### src/logic/snd_settings.svh
// Build-time constants for the sound output block
// SND_CEN_DIV must be at least 2, and SND_DW must exceed SND_SW by at least 2
`ifndef SND_SETTINGS_SVH
`define SND_SETTINGS_SVH

`default_nettype none

// clk_dac cycles per DAC update tick
`define SND_CEN_DIV 4

// Update ticks spent at mid-scale before play
`define SND_WARM_TICKS 16

// Game sample width
`define SND_SW 16

// Modulator word width, one guard bit above the sample plus low padding
`define SND_DW 20

`default_nettype wire

`endif

### src/logic/snd_pkg.sv
// Shared types for the sound output block
// Widths come from the settings header
`include "snd_settings.svh"
`default_nettype none

package snd_pkg;

    // One game sample, decoded either as two's complement PCM
    // or as offset binary where 0x8000 is silence
    typedef union packed {
        logic signed [`SND_SW-1:0] pcm;
        logic        [`SND_SW-1:0] ofs;
    } snd_word_u;

    // Left in the upper half, right in the lower half
    typedef struct packed {
        snd_word_u left;
        snd_word_u right;
    } snd_frame_t;

    // Output control states
    typedef enum logic [1:0] {
        MUTE = 2'd0,
        WARM = 2'd1,
        PLAY = 2'd2
    } snd_state_e;

endpackage

`default_nettype wire

### src/logic/snd_cen_timer.sv
// DAC update-rate divider and warm-up tick counter
// warm_clr_i is expected only in a tick cycle, and that tick counts as warm-up tick one
`timescale 1ns/100ps
`include "snd_settings.svh"
`default_nettype none

module snd_cen_timer (
    input  wire logic clk_dac,
    input  wire logic rst,
    input  wire logic warm_clr_i,
    output logic      cen_o,
    output logic      warm_done_o
);

localparam int DIV_W  = $clog2(`SND_CEN_DIV);
localparam int TICK_W = $clog2(`SND_WARM_TICKS + 1);

logic [DIV_W-1:0]  div_cnt;
logic [TICK_W-1:0] tick_cnt;

// One tick every SND_CEN_DIV cycles, the first on the last count
assign cen_o = div_cnt == DIV_W'(`SND_CEN_DIV - 1);

always_ff @(posedge clk_dac, posedge rst) begin
    if (rst) begin
        div_cnt <= '0;
    end else if (cen_o) begin
        div_cnt <= '0;
    end else begin
        div_cnt <= div_cnt + 1'b1;
    end
end

// Saturates at the warm-up length until the next clear
assign warm_done_o = tick_cnt == TICK_W'(`SND_WARM_TICKS);

always_ff @(posedge clk_dac, posedge rst) begin
    if (rst) begin
        tick_cnt <= '0;
    end else if (warm_clr_i) begin
        tick_cnt <= TICK_W'(1);
    end else if (cen_o && !warm_done_o) begin
        tick_cnt <= tick_cnt + 1'b1;
    end
end

endmodule

`default_nettype wire

### src/logic/snd_ctrl_fsm.sv
// Mute, warm-up and play control for the sound path
// State moves only on update ticks; en_i is sampled as a level on each tick
`timescale 1ns/100ps
`default_nettype none

module snd_ctrl_fsm (
    input  wire logic clk_dac,
    input  wire logic rst,
    input  wire logic cen_i,
    input  wire logic en_i,
    input  wire logic warm_done_i,
    output logic      warm_clr_o,
    output logic      sel_mid_o,
    output logic      dac_run_o,
    output logic      playing_o
);

snd_pkg::snd_state_e state;
snd_pkg::snd_state_e state_nx;

always_comb begin
    state_nx = state;
    if (!en_i) begin
        // Disable wins from any state
        state_nx = snd_pkg::MUTE;
    end else begin
        case (state)
            snd_pkg::MUTE: begin
                state_nx = snd_pkg::WARM;
            end
            snd_pkg::WARM: begin
                if (warm_done_i) begin
                    state_nx = snd_pkg::PLAY;
                end
            end
            default: begin
                state_nx = state;
            end
        endcase
    end
end

always_ff @(posedge clk_dac, posedge rst) begin
    if (rst) begin
        state <= snd_pkg::MUTE;
    end else if (cen_i) begin
        state <= state_nx;
    end
end

// Restart the warm-up count on the tick that leaves MUTE
assign warm_clr_o = cen_i && en_i && (state == snd_pkg::MUTE);

// Mid-scale is fed in MUTE and WARM so play starts from a settled level
assign sel_mid_o = state != snd_pkg::PLAY;

// Modulators are held cleared only while muted
assign dac_run_o = state != snd_pkg::MUTE;

assign playing_o = state == snd_pkg::PLAY;

endmodule

`default_nettype wire

### src/logic/snd_sample_fmt.sv
// Sample capture and conversion to padded modulator words
// Samples must already be synchronous to clk_dac; changes between ticks are not seen
`timescale 1ns/100ps
`include "snd_settings.svh"
`default_nettype none

module snd_sample_fmt (
    input  wire logic                clk_dac,
    input  wire logic                rst,
    input  wire logic                cen_i,
    input  wire snd_pkg::snd_frame_t frame_i,
    input  wire logic                signed_i,
    input  wire logic                stereo_i,
    input  wire logic                sel_mid_i,
    output logic [`SND_DW-1:0]       word_l_o,
    output logic [`SND_DW-1:0]       word_r_o
);

localparam int PAD_W = `SND_DW - `SND_SW - 1;
localparam logic [`SND_DW-1:0] MID_WORD = {1'b0, 1'b1, {(`SND_SW-1){1'b0}}, {PAD_W{1'b0}}};

// Guard bit, offset-binary sample, low zero padding
function automatic logic [`SND_DW-1:0] pad_word(input snd_pkg::snd_word_u w,
                                                input logic is_signed);
    logic [`SND_SW-1:0] ofs;
    if (is_signed) begin
        // Flipping the sign bit maps PCM onto offset binary
        ofs = {~w.pcm[`SND_SW-1], w.pcm[`SND_SW-2:0]};
    end else begin
        ofs = w.ofs;
    end
    return {1'b0, ofs, {PAD_W{1'b0}}};
endfunction

snd_pkg::snd_word_u src_r;

// Mono games play the left channel on both pins
assign src_r = stereo_i ? frame_i.right : frame_i.left;

always_ff @(posedge clk_dac, posedge rst) begin
    if (rst) begin
        word_l_o <= MID_WORD;
        word_r_o <= MID_WORD;
    end else if (cen_i) begin
        if (sel_mid_i) begin
            word_l_o <= MID_WORD;
            word_r_o <= MID_WORD;
        end else begin
            word_l_o <= pad_word(frame_i.left, signed_i);
            word_r_o <= pad_word(src_r, signed_i);
        end
    end
end

endmodule

`default_nettype wire

### src/logic/snd_sd_dac.sv
// First-order delta-sigma modulator for one channel
// The pin is the carry out of the accumulator, registered once per tick
`timescale 1ns/100ps
`include "snd_settings.svh"
`default_nettype none

module snd_sd_dac (
    input  wire logic               clk_dac,
    input  wire logic               rst,
    input  wire logic               cen_i,
    input  wire logic               run_i,
    input  wire logic [`SND_DW-1:0] word_i,
    output logic                    dac_o
);

logic [`SND_DW-1:0] acc;
logic [`SND_DW:0]   sum;

// Residue plus new word; the top bit is the output pulse
assign sum = {1'b0, acc} + {1'b0, word_i};

always_ff @(posedge clk_dac, posedge rst) begin
    if (rst) begin
        acc   <= '0;
        dac_o <= 1'b0;
    end else if (!run_i) begin
        // Held every cycle, not just on ticks, so mute is immediate
        acc   <= '0;
        dac_o <= 1'b0;
    end else if (cen_i) begin
        acc   <= sum[`SND_DW-1:0];
        dac_o <= sum[`SND_DW];
    end
end

endmodule

`default_nettype wire

### src/logic/snd_dac_top.sv
// Sound output block: two 1-bit delta-sigma DAC pins from 16-bit game samples
// All inputs are assumed synchronous to clk_dac
`timescale 1ns/100ps
`include "snd_settings.svh"
`default_nettype none

module snd_dac_top (
    input  wire logic              clk_dac,
    input  wire logic              rst,
    input  wire logic              en_i,
    input  wire logic              signed_i,
    input  wire logic              stereo_i,
    input  wire logic [`SND_SW-1:0] snd_left_i,
    input  wire logic [`SND_SW-1:0] snd_right_i,
    output logic                   dac_left_o,
    output logic                   dac_right_o,
    output logic                   playing_o
);

logic cen;
logic warm_done;
logic warm_clr;
logic sel_mid;
logic dac_run;

logic [`SND_DW-1:0] word_l;
logic [`SND_DW-1:0] word_r;

snd_pkg::snd_frame_t frame;

// Left channel in the upper half
assign frame = {snd_left_i, snd_right_i};

snd_cen_timer i_timer (
    .clk_dac     ( clk_dac   ),
    .rst         ( rst       ),
    .warm_clr_i  ( warm_clr  ),
    .cen_o       ( cen       ),
    .warm_done_o ( warm_done )
);

snd_ctrl_fsm i_fsm (
    .clk_dac     ( clk_dac   ),
    .rst         ( rst       ),
    .cen_i       ( cen       ),
    .en_i        ( en_i      ),
    .warm_done_i ( warm_done ),
    .warm_clr_o  ( warm_clr  ),
    .sel_mid_o   ( sel_mid   ),
    .dac_run_o   ( dac_run   ),
    .playing_o   ( playing_o )
);

snd_sample_fmt i_fmt (
    .clk_dac   ( clk_dac  ),
    .rst       ( rst      ),
    .cen_i     ( cen      ),
    .frame_i   ( frame    ),
    .signed_i  ( signed_i ),
    .stereo_i  ( stereo_i ),
    .sel_mid_i ( sel_mid  ),
    .word_l_o  ( word_l   ),
    .word_r_o  ( word_r   )
);

// One modulator per pin
snd_sd_dac i_dac_l (
    .clk_dac ( clk_dac    ),
    .rst     ( rst        ),
    .cen_i   ( cen        ),
    .run_i   ( dac_run    ),
    .word_i  ( word_l     ),
    .dac_o   ( dac_left_o )
);

snd_sd_dac i_dac_r (
    .clk_dac ( clk_dac     ),
    .rst     ( rst         ),
    .cen_i   ( cen         ),
    .run_i   ( dac_run     ),
    .word_i  ( word_r      ),
    .dac_o   ( dac_right_o )
);

endmodule

`default_nettype wire

### config.mk
export PLATFORM = sky130hd
export DESIGN_NAME = snd_dac_top
export DESIGN_NICKNAME = d
export VERILOG_FILES = /design/src/logic/snd_pkg.sv /design/src/logic/snd_cen_timer.sv /design/src/logic/snd_ctrl_fsm.sv /design/src/logic/snd_sample_fmt.sv /design/src/logic/snd_sd_dac.sv /design/src/logic/snd_dac_top.sv
export VERILOG_INCLUDE_DIRS = /design/src /design/src/logic
export SDC_FILE = /design/constraint.sdc
export NUM_CORES = 1
export LEC_CHECK = 0
export BUFFER_PORTS_ARGS = -buffer_cell sky130_fd_sc_hd__buf_2
export CAP_MARGIN = 0
export CORE_AREA = 5 5 134 136
export DETAILED_ROUTE_END_ITERATION = 8
export DIE_AREA = 0 0 139 141
export GPL_TIMING_DRIVEN = 0
export SKIP_CTS_REPAIR_TIMING = 1
export SYNTH_ARGS = -nofsm -noshare
export SYNTH_HDL_FRONTEND = slang
export SYNTH_SLANG_ARGS = --single-unit
### constraint.sdc
create_clock -name clk_dac -period 2.96 [get_ports clk_dac]
set_input_delay 0.592 -clock clk_dac [delete_from_list [all_inputs] [get_ports clk_dac]]
set_output_delay 0.592 -clock clk_dac [all_outputs]
set_load 0.03 [all_outputs]
==> key figures, run 1 <==
Yosys
  • Mapped Area: 4860 µm²
  • Top FF cell, synth: dfrtp_1
  • Post-synthesis register bit count: 77
  • Unique masters post-synth: 58
  • EDFF count, synth: 0
  • Sequential share of the synthesized area: 0.397
  • Cells after synthesis: just over 500
  • Synth Area per Inst: between 9 and 10 µm²
  • Syn nets: approximately 590
  • Yosys warning total: 0
  • Post-synth ARST share: 1.00

STA
  • Fmax achieved: 0.387 GHz
  • Setup TNS: 0 ns
  • Worst-Margin Slew: 0.915 ns
  • RSZ-0062 raised after global routing: no
  • Count of final setup violators: 0
  • Fin Clk Skew: roughly 0.012 ns
  • Final Max Slew Viols: 0
  • Worst rel slew slack: 0.388
  • Final Hold Vio Count: 0
  • Min cycle time layout: approximately 2.6 ns
  • Ratio of final minimum period to clock period: 0.873

Floorplanning
  • Core area: 16800 µm²
  • Starting Density: 0.289
  • # rows: 48
  • IO Pins: 40
  • Die width: 139 µm
  • Die Y: about 140 µm
  • Die area: 19600 µm²

Worst setup path
  • Reg2reg setup slack: around 0.38 ns
  • CP endpoint kind: flop
  • FF-to-FF End: i_dac_l.acc[19]$_DFFE_PP0P_
  • R2R cell count: 9
  • CP max FO: 4
  • RR Startpoint: i_fmt.word_l_o[3]$_DFFE_PP0P_
  • Startpoint Class: flop
  • Critical path data required time: approximately 3.1 ns
  • CP Class: reg2reg
  • Critical Path AT: about 2.8 ns

Route
  • DR iter-0 viols: 336
  • Final wirelength: 13300 µm
  • DR pass1 iterations: 5
  • Routed Antenna Nets: 0
  • Via Count: 4281
  • DRC Markers: 0
  • Drt via density: ~5.4
  • Drt wl/cell: 16.6 µm

Clock tree
  • Root buf cell: clkbuf_16
  • CTS tree: yes
  • Clk sinks: 77
  • H-tree depth: 3
  • Clock Latency Late Sink: 0.34 ns
  • Reg clk slew, reported paths: roughly 0.060 ns
  • Num CTS Buffers: 9
  • Clock tree buffer depth: 2

GRT
  • Total track usage: 0.137
  • First-pass GRT wire length: 21800 µm
  • Largest net degree at the start of global routing: 55
  • Initial antenna violation count: 0
  • Vias in the first global route: 4169
  • Grt total ovfl: 0

Hold path
  • Hold Crit Class: in2async

Final layout
  • Fill cells: 1750
  • Nets: 643
  • Core Util, Final: 0.339
  • Ratio of cells with drive above 1 in the final layout: 0.120
  • Antenna cells: 0
  • Multi-input gate area: 2750 µm²
  • Fin area: 5700 µm²
  • P&R area growth vs syn: 17.4%
  • Seq. cell area: 1930 µm²

Place
  • Dpl hpwl: between 9000 and 10000 µm
  • IO Port Bufs: 38
  • DP Area: approximately 5400 µm²
  • Routability Congestion: 0.916

Power
  • Max IR drop VDD: around 340 µV
  • Pleak: 2.56 nW
  • Power density cells: 453 nW/µm²

Outcome
  • Status: completed

Flow run
  • Max Cap Viol: 0
Yosys cell counts, types with 2 or more instances:
cell,instances,area share
dfstp_2,2,0.011
a31oi_1,3,0.0039
xor2_1,10,0.018
a21o_1,6,0.0093
a21oi_1,36,0.037
buf_1,6,0.0046
clkbuf_1,19,0.015
o21a_1,4,0.0062
dfrtp_1,75,0.39
o2bb2ai_1,29,0.052
nor3_1,14,0.014
o31ai_1,2,0.0031
inv_1,19,0.015
nand3_1,8,0.0082
buf_2,2,0.0021
nor4_1,7,0.0090
o211ai_1,9,0.014
nor2b_1,2,0.0026
a211oi_1,7,0.011
xnor2_1,10,0.018
o21ai_0,32,0.033
and3_1,3,0.0039
a211o_1,2,0.0036
fa_1,2,0.0082
ha_1,35,0.090
o31a_1,2,0.0036
nand4_1,10,0.013
o22ai_1,4,0.0052
a2111oi_0,3,0.0054
o211a_1,2,0.0041
nand2b_1,10,0.013
o32a_1,2,0.0041
nand2_1,44,0.034
nor2_1,46,0.036
mux2i_1,27,0.056
o22a_1,2,0.0036
or3_1,2,0.0026
cell type report:
type                            count  area share
Multi-Input combinational cell    395       0.482
Sequential cell                    77       0.338
Tap cell                          225      0.0494
Clock buffer                       13      0.0491
Timing Repair Buffer               39      0.0382
Buffer                             28      0.0191
Inverter                           19      0.0129
Clock inverter                      3      0.0114
per-layer routing:
layer	vias up	global-route usage	share of wire
li1	2017	-	-
met1	2118	0.196	0.48
met2	134	0.211	0.44
met3	12	0.0339	0.064
met4	0	0.0324	0.011
met5	-	0	0
where the power goes:
group	switching (mW)	total, mW	internal, mW
combinational	0.126	0.208	0.0812
clock	0.426	1.26	0.829
sequential	0.0343	1.12	1.09
state kept, by name, indices dropped and copies added, names as in the netlist:
signal / flops
i_dac_l.acc: 17
i_dac_l.dac_o: 1
i_dac_r.acc: 17
i_dac_r.dac_o: 1
i_fmt.word_l_o: 16
i_fmt.word_r_o: 16
i_fsm.state: 2
i_timer.div_cnt: 2
i_timer.tick_cnt: 5
placed cells by master, fill, tap and decap left out, drive strengths merged, types with 3 or more instances in the layout:
| cell | Yosys | routed |
|---|---|---|
| dfrtp | 75 | 75 |
| buf | 8 | 47 |
| nor2 | 46 | 46 |
| nand2 | 44 | 44 |
| a21oi | 36 | 36 |
| ha | 35 | 35 |
| clkbuf | 20 | 33 |
| o21ai | 32 | 32 |
| o2bb2ai | 29 | 29 |
| mux2i | 27 | 27 |
| inv | 19 | 19 |
| nor3 | 15 | 15 |
| nand2b | 10 | 10 |
| nand4 | 10 | 10 |
| xnor2 | 10 | 10 |
| xor2 | 10 | 10 |
| o211ai | 9 | 9 |
| nand3 | 8 | 8 |
| a211oi | 8 | 8 |
| nor4 | 7 | 7 |
| a21o | 7 | 7 |
| o21a | 4 | 4 |
| o22ai | 4 | 4 |
| a2111oi | 3 | 3 |
| a31oi | 3 | 3 |
| and3 | 3 | 3 |
| o31a | 3 | 3 |
worst max path at each step:
stage	to	start	depth (start not counted)
2_1_floorplan	i_dac_l.acc[10]$_DFFE_PP0P_	rst	1
3_3_place_gp	i_timer.tick_cnt[4]$_DFFE_PP0P_	rst	2
3_5_place_dp	i_dac_l.acc[19]$_DFFE_PP0P_	i_fmt.word_l_o[3]$_DFFE_PP0P_	9
4_1_cts	i_dac_l.acc[19]$_DFFE_PP0P_	i_fmt.word_l_o[3]$_DFFE_PP0P_	9
5_1_grt	i_dac_l.acc[19]$_DFFE_PP0P_	i_fmt.word_l_o[3]$_DFFE_PP0P_	9
6_report	i_dac_l.acc[19]$_DFFE_PP0P_	i_fmt.word_l_o[3]$_DFFE_PP0P_	9
metrics by stage:
stage          hold slack (ns)  power [mW]  setup slack, ns  instances
6_report                 0.225        2.59            0.377        799
5_1_grt                  0.243        2.68            0.171        799
4_1_cts                  0.226        2.61            0.396        799
3_5_place_dp             0.427        1.35            0.411        783
3_3_place_gp             0.418        1.33           -0.581        782
2_1_floorplan            0.403        1.26            0.405        519
critical path, cell delays in order (launching register included):
cell and delay, ns:
dfrtp_1 0.35, ha_1 0.22, inv_1 0.07, fa_1 0.37, and2b_1 0.25, o31a_2 0.17, nor3_2 0.08, or4_4 0.58
o2111ai_1 0.21, o311ai_1 0.11
kinds of logic (layout without fill, tap and decap cells):
logic type                 count (synthesis)  count (layout)  share of synthesized area
DFF                                       77              77                      0.397
xor gates and xnor gates                  20              20                     0.0361
and+or+nand+nor                          153             153                      0.148
muxes                                     27              27                     0.0557
adders and majority gates                 37              37                     0.0984
AOI/OAI and AO/OA                        158             158                      0.228
buffers and inverters                     47             102                     0.0371
Note: power is estimated with default switching activity, not from simulation.
==> inputs of run 2 (changes only) <==
--- a/config.mk
+++ b/config.mk
@@ -8,11 +8,14 @@
 export LEC_CHECK = 0
 export BUFFER_PORTS_ARGS = -buffer_cell sky130_fd_sc_hd__buf_2
 export CAP_MARGIN = 0
-export CORE_AREA = 5 5 134 136
+export CORE_AREA = 5 5 105 107
+export CTS_CLUSTER_SIZE = 8
 export DETAILED_ROUTE_END_ITERATION = 8
-export DIE_AREA = 0 0 139 141
+export DIE_AREA = 0 0 110 112
 export GPL_TIMING_DRIVEN = 0
+export PLACE_DENSITY = 0.77
 export SKIP_CTS_REPAIR_TIMING = 1
 export SYNTH_ARGS = -nofsm -noshare
 export SYNTH_HDL_FRONTEND = slang
+export SYNTH_HIERARCHICAL = 1
 export SYNTH_SLANG_ARGS = --single-unit
==> run 2 against run 1 <==
- register-to-register slack better by 0.12 ns
- critical endpoint is now i_dac_r/acc[7]$_DFFE_PP0P_
- sequential power rose by 9%
- highest routed layer unchanged
- power fell by 11%
- final area up 11%
- flip-flop and latch count is 6 higher
- core utilization is 29 points higher
- critical path type unchanged
==> key figures, run 2 <==
Yosys
  • Post-synthesis register bit count: 83
  • Adder and majority gate portion of the synthesized area: 0.100
  • Synth Area per Inst: between 9 and 10 µm²
  • Main combinational cell family by area after synthesis: compound AO/OA/AOI/OAI gates
  • Synth top area share: 0.351
  • Multiplexer area fraction after synthesis: 0.0557
  • Post-synth top cells: 81 x dfrtp_1, 63 x nand2_1, 45 x inv_1
  • Sequential share of the synthesized area: 0.360
  • Synth Area in Compound Gates: 0.220
  • Yosys warning total: 6
  • Cell with the most instances after synthesis: dfrtp_1
  • Yosys top cell by area: dfrtp_1
  • Cells after synthesis: 608
  • Xor and xnor area share after synthesis: 0.0364
  • Top cells by area, synth: dfrtp_1 35%, ha_1 9.3%, mux2i_1 5.4%
  • Area share of and/or/nand/nor cells after synthesis: 0.157
  • Unique masters post-synth: 79
  • Top FF cell, synth: dfrtp_1
  • EDFF count, synth: 0
  • Post-synth ARST share: 1.00
  • Mapped Area: slightly below 6000 µm²

Floorplanning
  • Die width: around 110 µm
  • IO Pins: 40
  • # rows: 37
  • Die area: around 12000 µm²
  • Die Y: roughly 110 µm
  • Core area: 10000 µm²
  • Starting Density: 0.575

Worst setup path
  • Critical-path cell list: ha_1 -> clkbuf_1 -> clkbuf_1 -> nand3_1 -> a211o_2 -> o211ai_1
  • CP max stage delay: 0.60 ns
  • Slowest CP cell: clkbuf_1
  • Most used cell, CP: clkbuf_1
  • Critical Path AT: 2.75 ns
  • Levels on crit path: 6
  • CP max FO: 15
  • Top delay family on crit path: buffers and inverters
  • Worst path bufs/invs: 2
  • Startpoint Class: flop
  • R2R cell count: 6
  • CP endpoint kind: flop
  • CP Class: reg2reg
  • Critical path data required time: ~3.2 ns

GRT
  • Grt total ovfl: 0
  • Total track usage: 0.231
  • Vias in the first global route: 4947
  • Initial antenna violation count: 0
  • First-pass GRT wire length: approximately 23000 µm
  • Largest net degree at the start of global routing: 33

STA
  • Ratio of final minimum period to clock period: 0.833
  • Final Max Slew Viols: 0
  • Fin Clk Skew: 0.0164 ns
  • Fmax achieved: 0.406 GHz
  • Final Hold Vio Count: 0
  • Setup TNS: 0 ns
  • Min cycle time layout: between 2 and 2.5 ns
  • Worst hold slack: 0.115 ns
  • Count of final setup violators: 0
  • Worst-Margin Slew: 1.21 ns
  • RSZ-0062 raised after global routing: no
  • Worst rel slew slack: 0.195

Place
  • Placed Cells: roughly 800
  • Dpl hpwl: 10100 µm
  • Routability Congestion: 0.909
  • IO Port Bufs: 38
  • DP Area: 6160 µm²

Route
  • Metal3 WL: 570 µm
  • DR iter-0 viols: 256
  • Drt wl/cell: 16.5 µm
  • Final wirelength: 13300 µm
  • Drt via density: 5.86
  • Metal1 wirelength: 5350 µm
  • DRC Markers: 0
  • Routed Antenna Nets: 0
  • Routed wl met2: slightly above 7000 µm
  • Top sig layer: met4
  • DR pass1 iterations: 5
  • Via Count: 4717

Clock tree
  • Clk sinks: 83
  • Clock tree buffer depth: 2
  • H-tree depth: 3
  • CTS tree: yes
  • Clock Latency Late Sink: 0.37 ns
  • Reg clk slew, reported paths: 0.10 ns
  • Num CTS Buffers: 9
  • Root buf cell: clkbuf_8

Outcome
  • Status: completed

Final layout
  • Regs by FF count: i_dac_l/acc x20, i_dac_r/acc x20
  • P&R area growth vs syn: 9.84%
  • Nets: 746
  • Most common cell after layout, fill and taps aside: dfrtp_1
  • Ratio of cells with drive above 1 in the final layout: 0.170
  • Antenna cells: 0
  • Fin area: 6340 µm²
  • Final Non-Filler Cells: 805
  • Most frequent cells in the layout: 81 x dfrtp_1, 63 x nand2_1, 45 x inv_1

Power
  • Power density cells: 364 nW/µm²
  • Pleak: 3.06 nW
  • Max IR drop VDD: around 200 µV

Hold path
  • Hold Crit Class: in2async

Flow run
  • Max Cap Viol: 0
run 2: cell count changes after synthesis, moves of 9 or more:
cell / previous run / this run
a21o_1: 6 / 15
a21oi_1: 36 / 24
buf_4: 0 / 9
inv_1: 19 / 45
nand2_1: 44 / 63
nor2_1: 46 / 22
nor2b_1: 2 / 18
nor3_1: 14 / 3
o21ai_2: 0 / 9
o22ai_1: 4 / 18
o2bb2ai_1: 29 / 0
run 2: worst paths after layout:
check | startpoint | endpoint | slack (ns)
setup reg to reg | i_timer/div_cnt[0]$_DFF_PP0_ | i_dac_r/acc[7]$_DFFE_PP0P_ | 0.50
hold / removal | rst | i_fsm/state[1]$_DFFE_PP0P_ | 0.12
hold reg to reg | i_timer/div_cnt[0]$_DFF_PP0_ | i_timer/div_cnt[0]$_DFF_PP0_ | 0.43
max in group asynchronous | rst | i_fmt/word_l_o[6]$_DFFE_PP0P_ | 1.64
min in group clk_dac | i_timer/div_cnt[0]$_DFF_PP0_ | i_timer/div_cnt[0]$_DFF_PP0_ | 0.43
setup / recovery | i_timer/div_cnt[0]$_DFF_PP0_ | i_dac_r/acc[7]$_DFFE_PP0P_ | 0.50
run 2: final cells by class:
cell class                 count  area [µm²]
fill                         869        3700
multi-input combinational    455        3320
sequential                    83        2080
buffer                        32         235
timing repair buffer          38         190
tap                          136         170
inverter                      45         169
clock buffer                   9         124
clock inverter                 7        57.6
run 2: per-stage QoR:
step	power, mW	util	setup WS [ns]
after floorplan	1.45	-	0.852
after global placement	1.53	0.613	0.575
after detailed placement	1.55	0.613	0.536
after CTS	2.34	0.631	0.512
after global routing	2.43	0.631	0.266
final	2.31	0.631	0.496
run 2: metal layers:
metal | up-vias | global-route usage
li1 | 2287 | -
met1 | 2290 | 0.280
met2 | 112 | 0.407
met3 | 28 | 0.0441
met4 | 0 | 0.0748
met5 | - | 0
run 2: report_power, final:
| group | internal [mW] | switching (mW) | total, mW |
|---|---|---|---|
| Sequential | 1.18 | 0.0398 | 1.22 |
| Clock | 0.318 | 0.466 | 0.784 |
| Combinational | 0.134 | 0.176 | 0.309 |
| Total | 1.63 | 0.681 | 2.31 |
run 2: cell families (layout without fill, tap and decap cells):
kind of cell    count (synthesis)  in the layout
mux                            32             32
buf+inv                        77            131
other cells                     1              8
xor+xnor                       24             24
fa+ha+maj                      45             45
compound gates                170            170
simple gates                  176            176
flops                          83             83
run 2: worst register-to-register path, delay by kind of cell, from the launching register on:
kind	cells	cell delay, ns
simple gates	1	0.16
flops	1	0.35
fa+ha+maj	1	0.51
buf+inv	2	0.94
compound gates	2	0.44
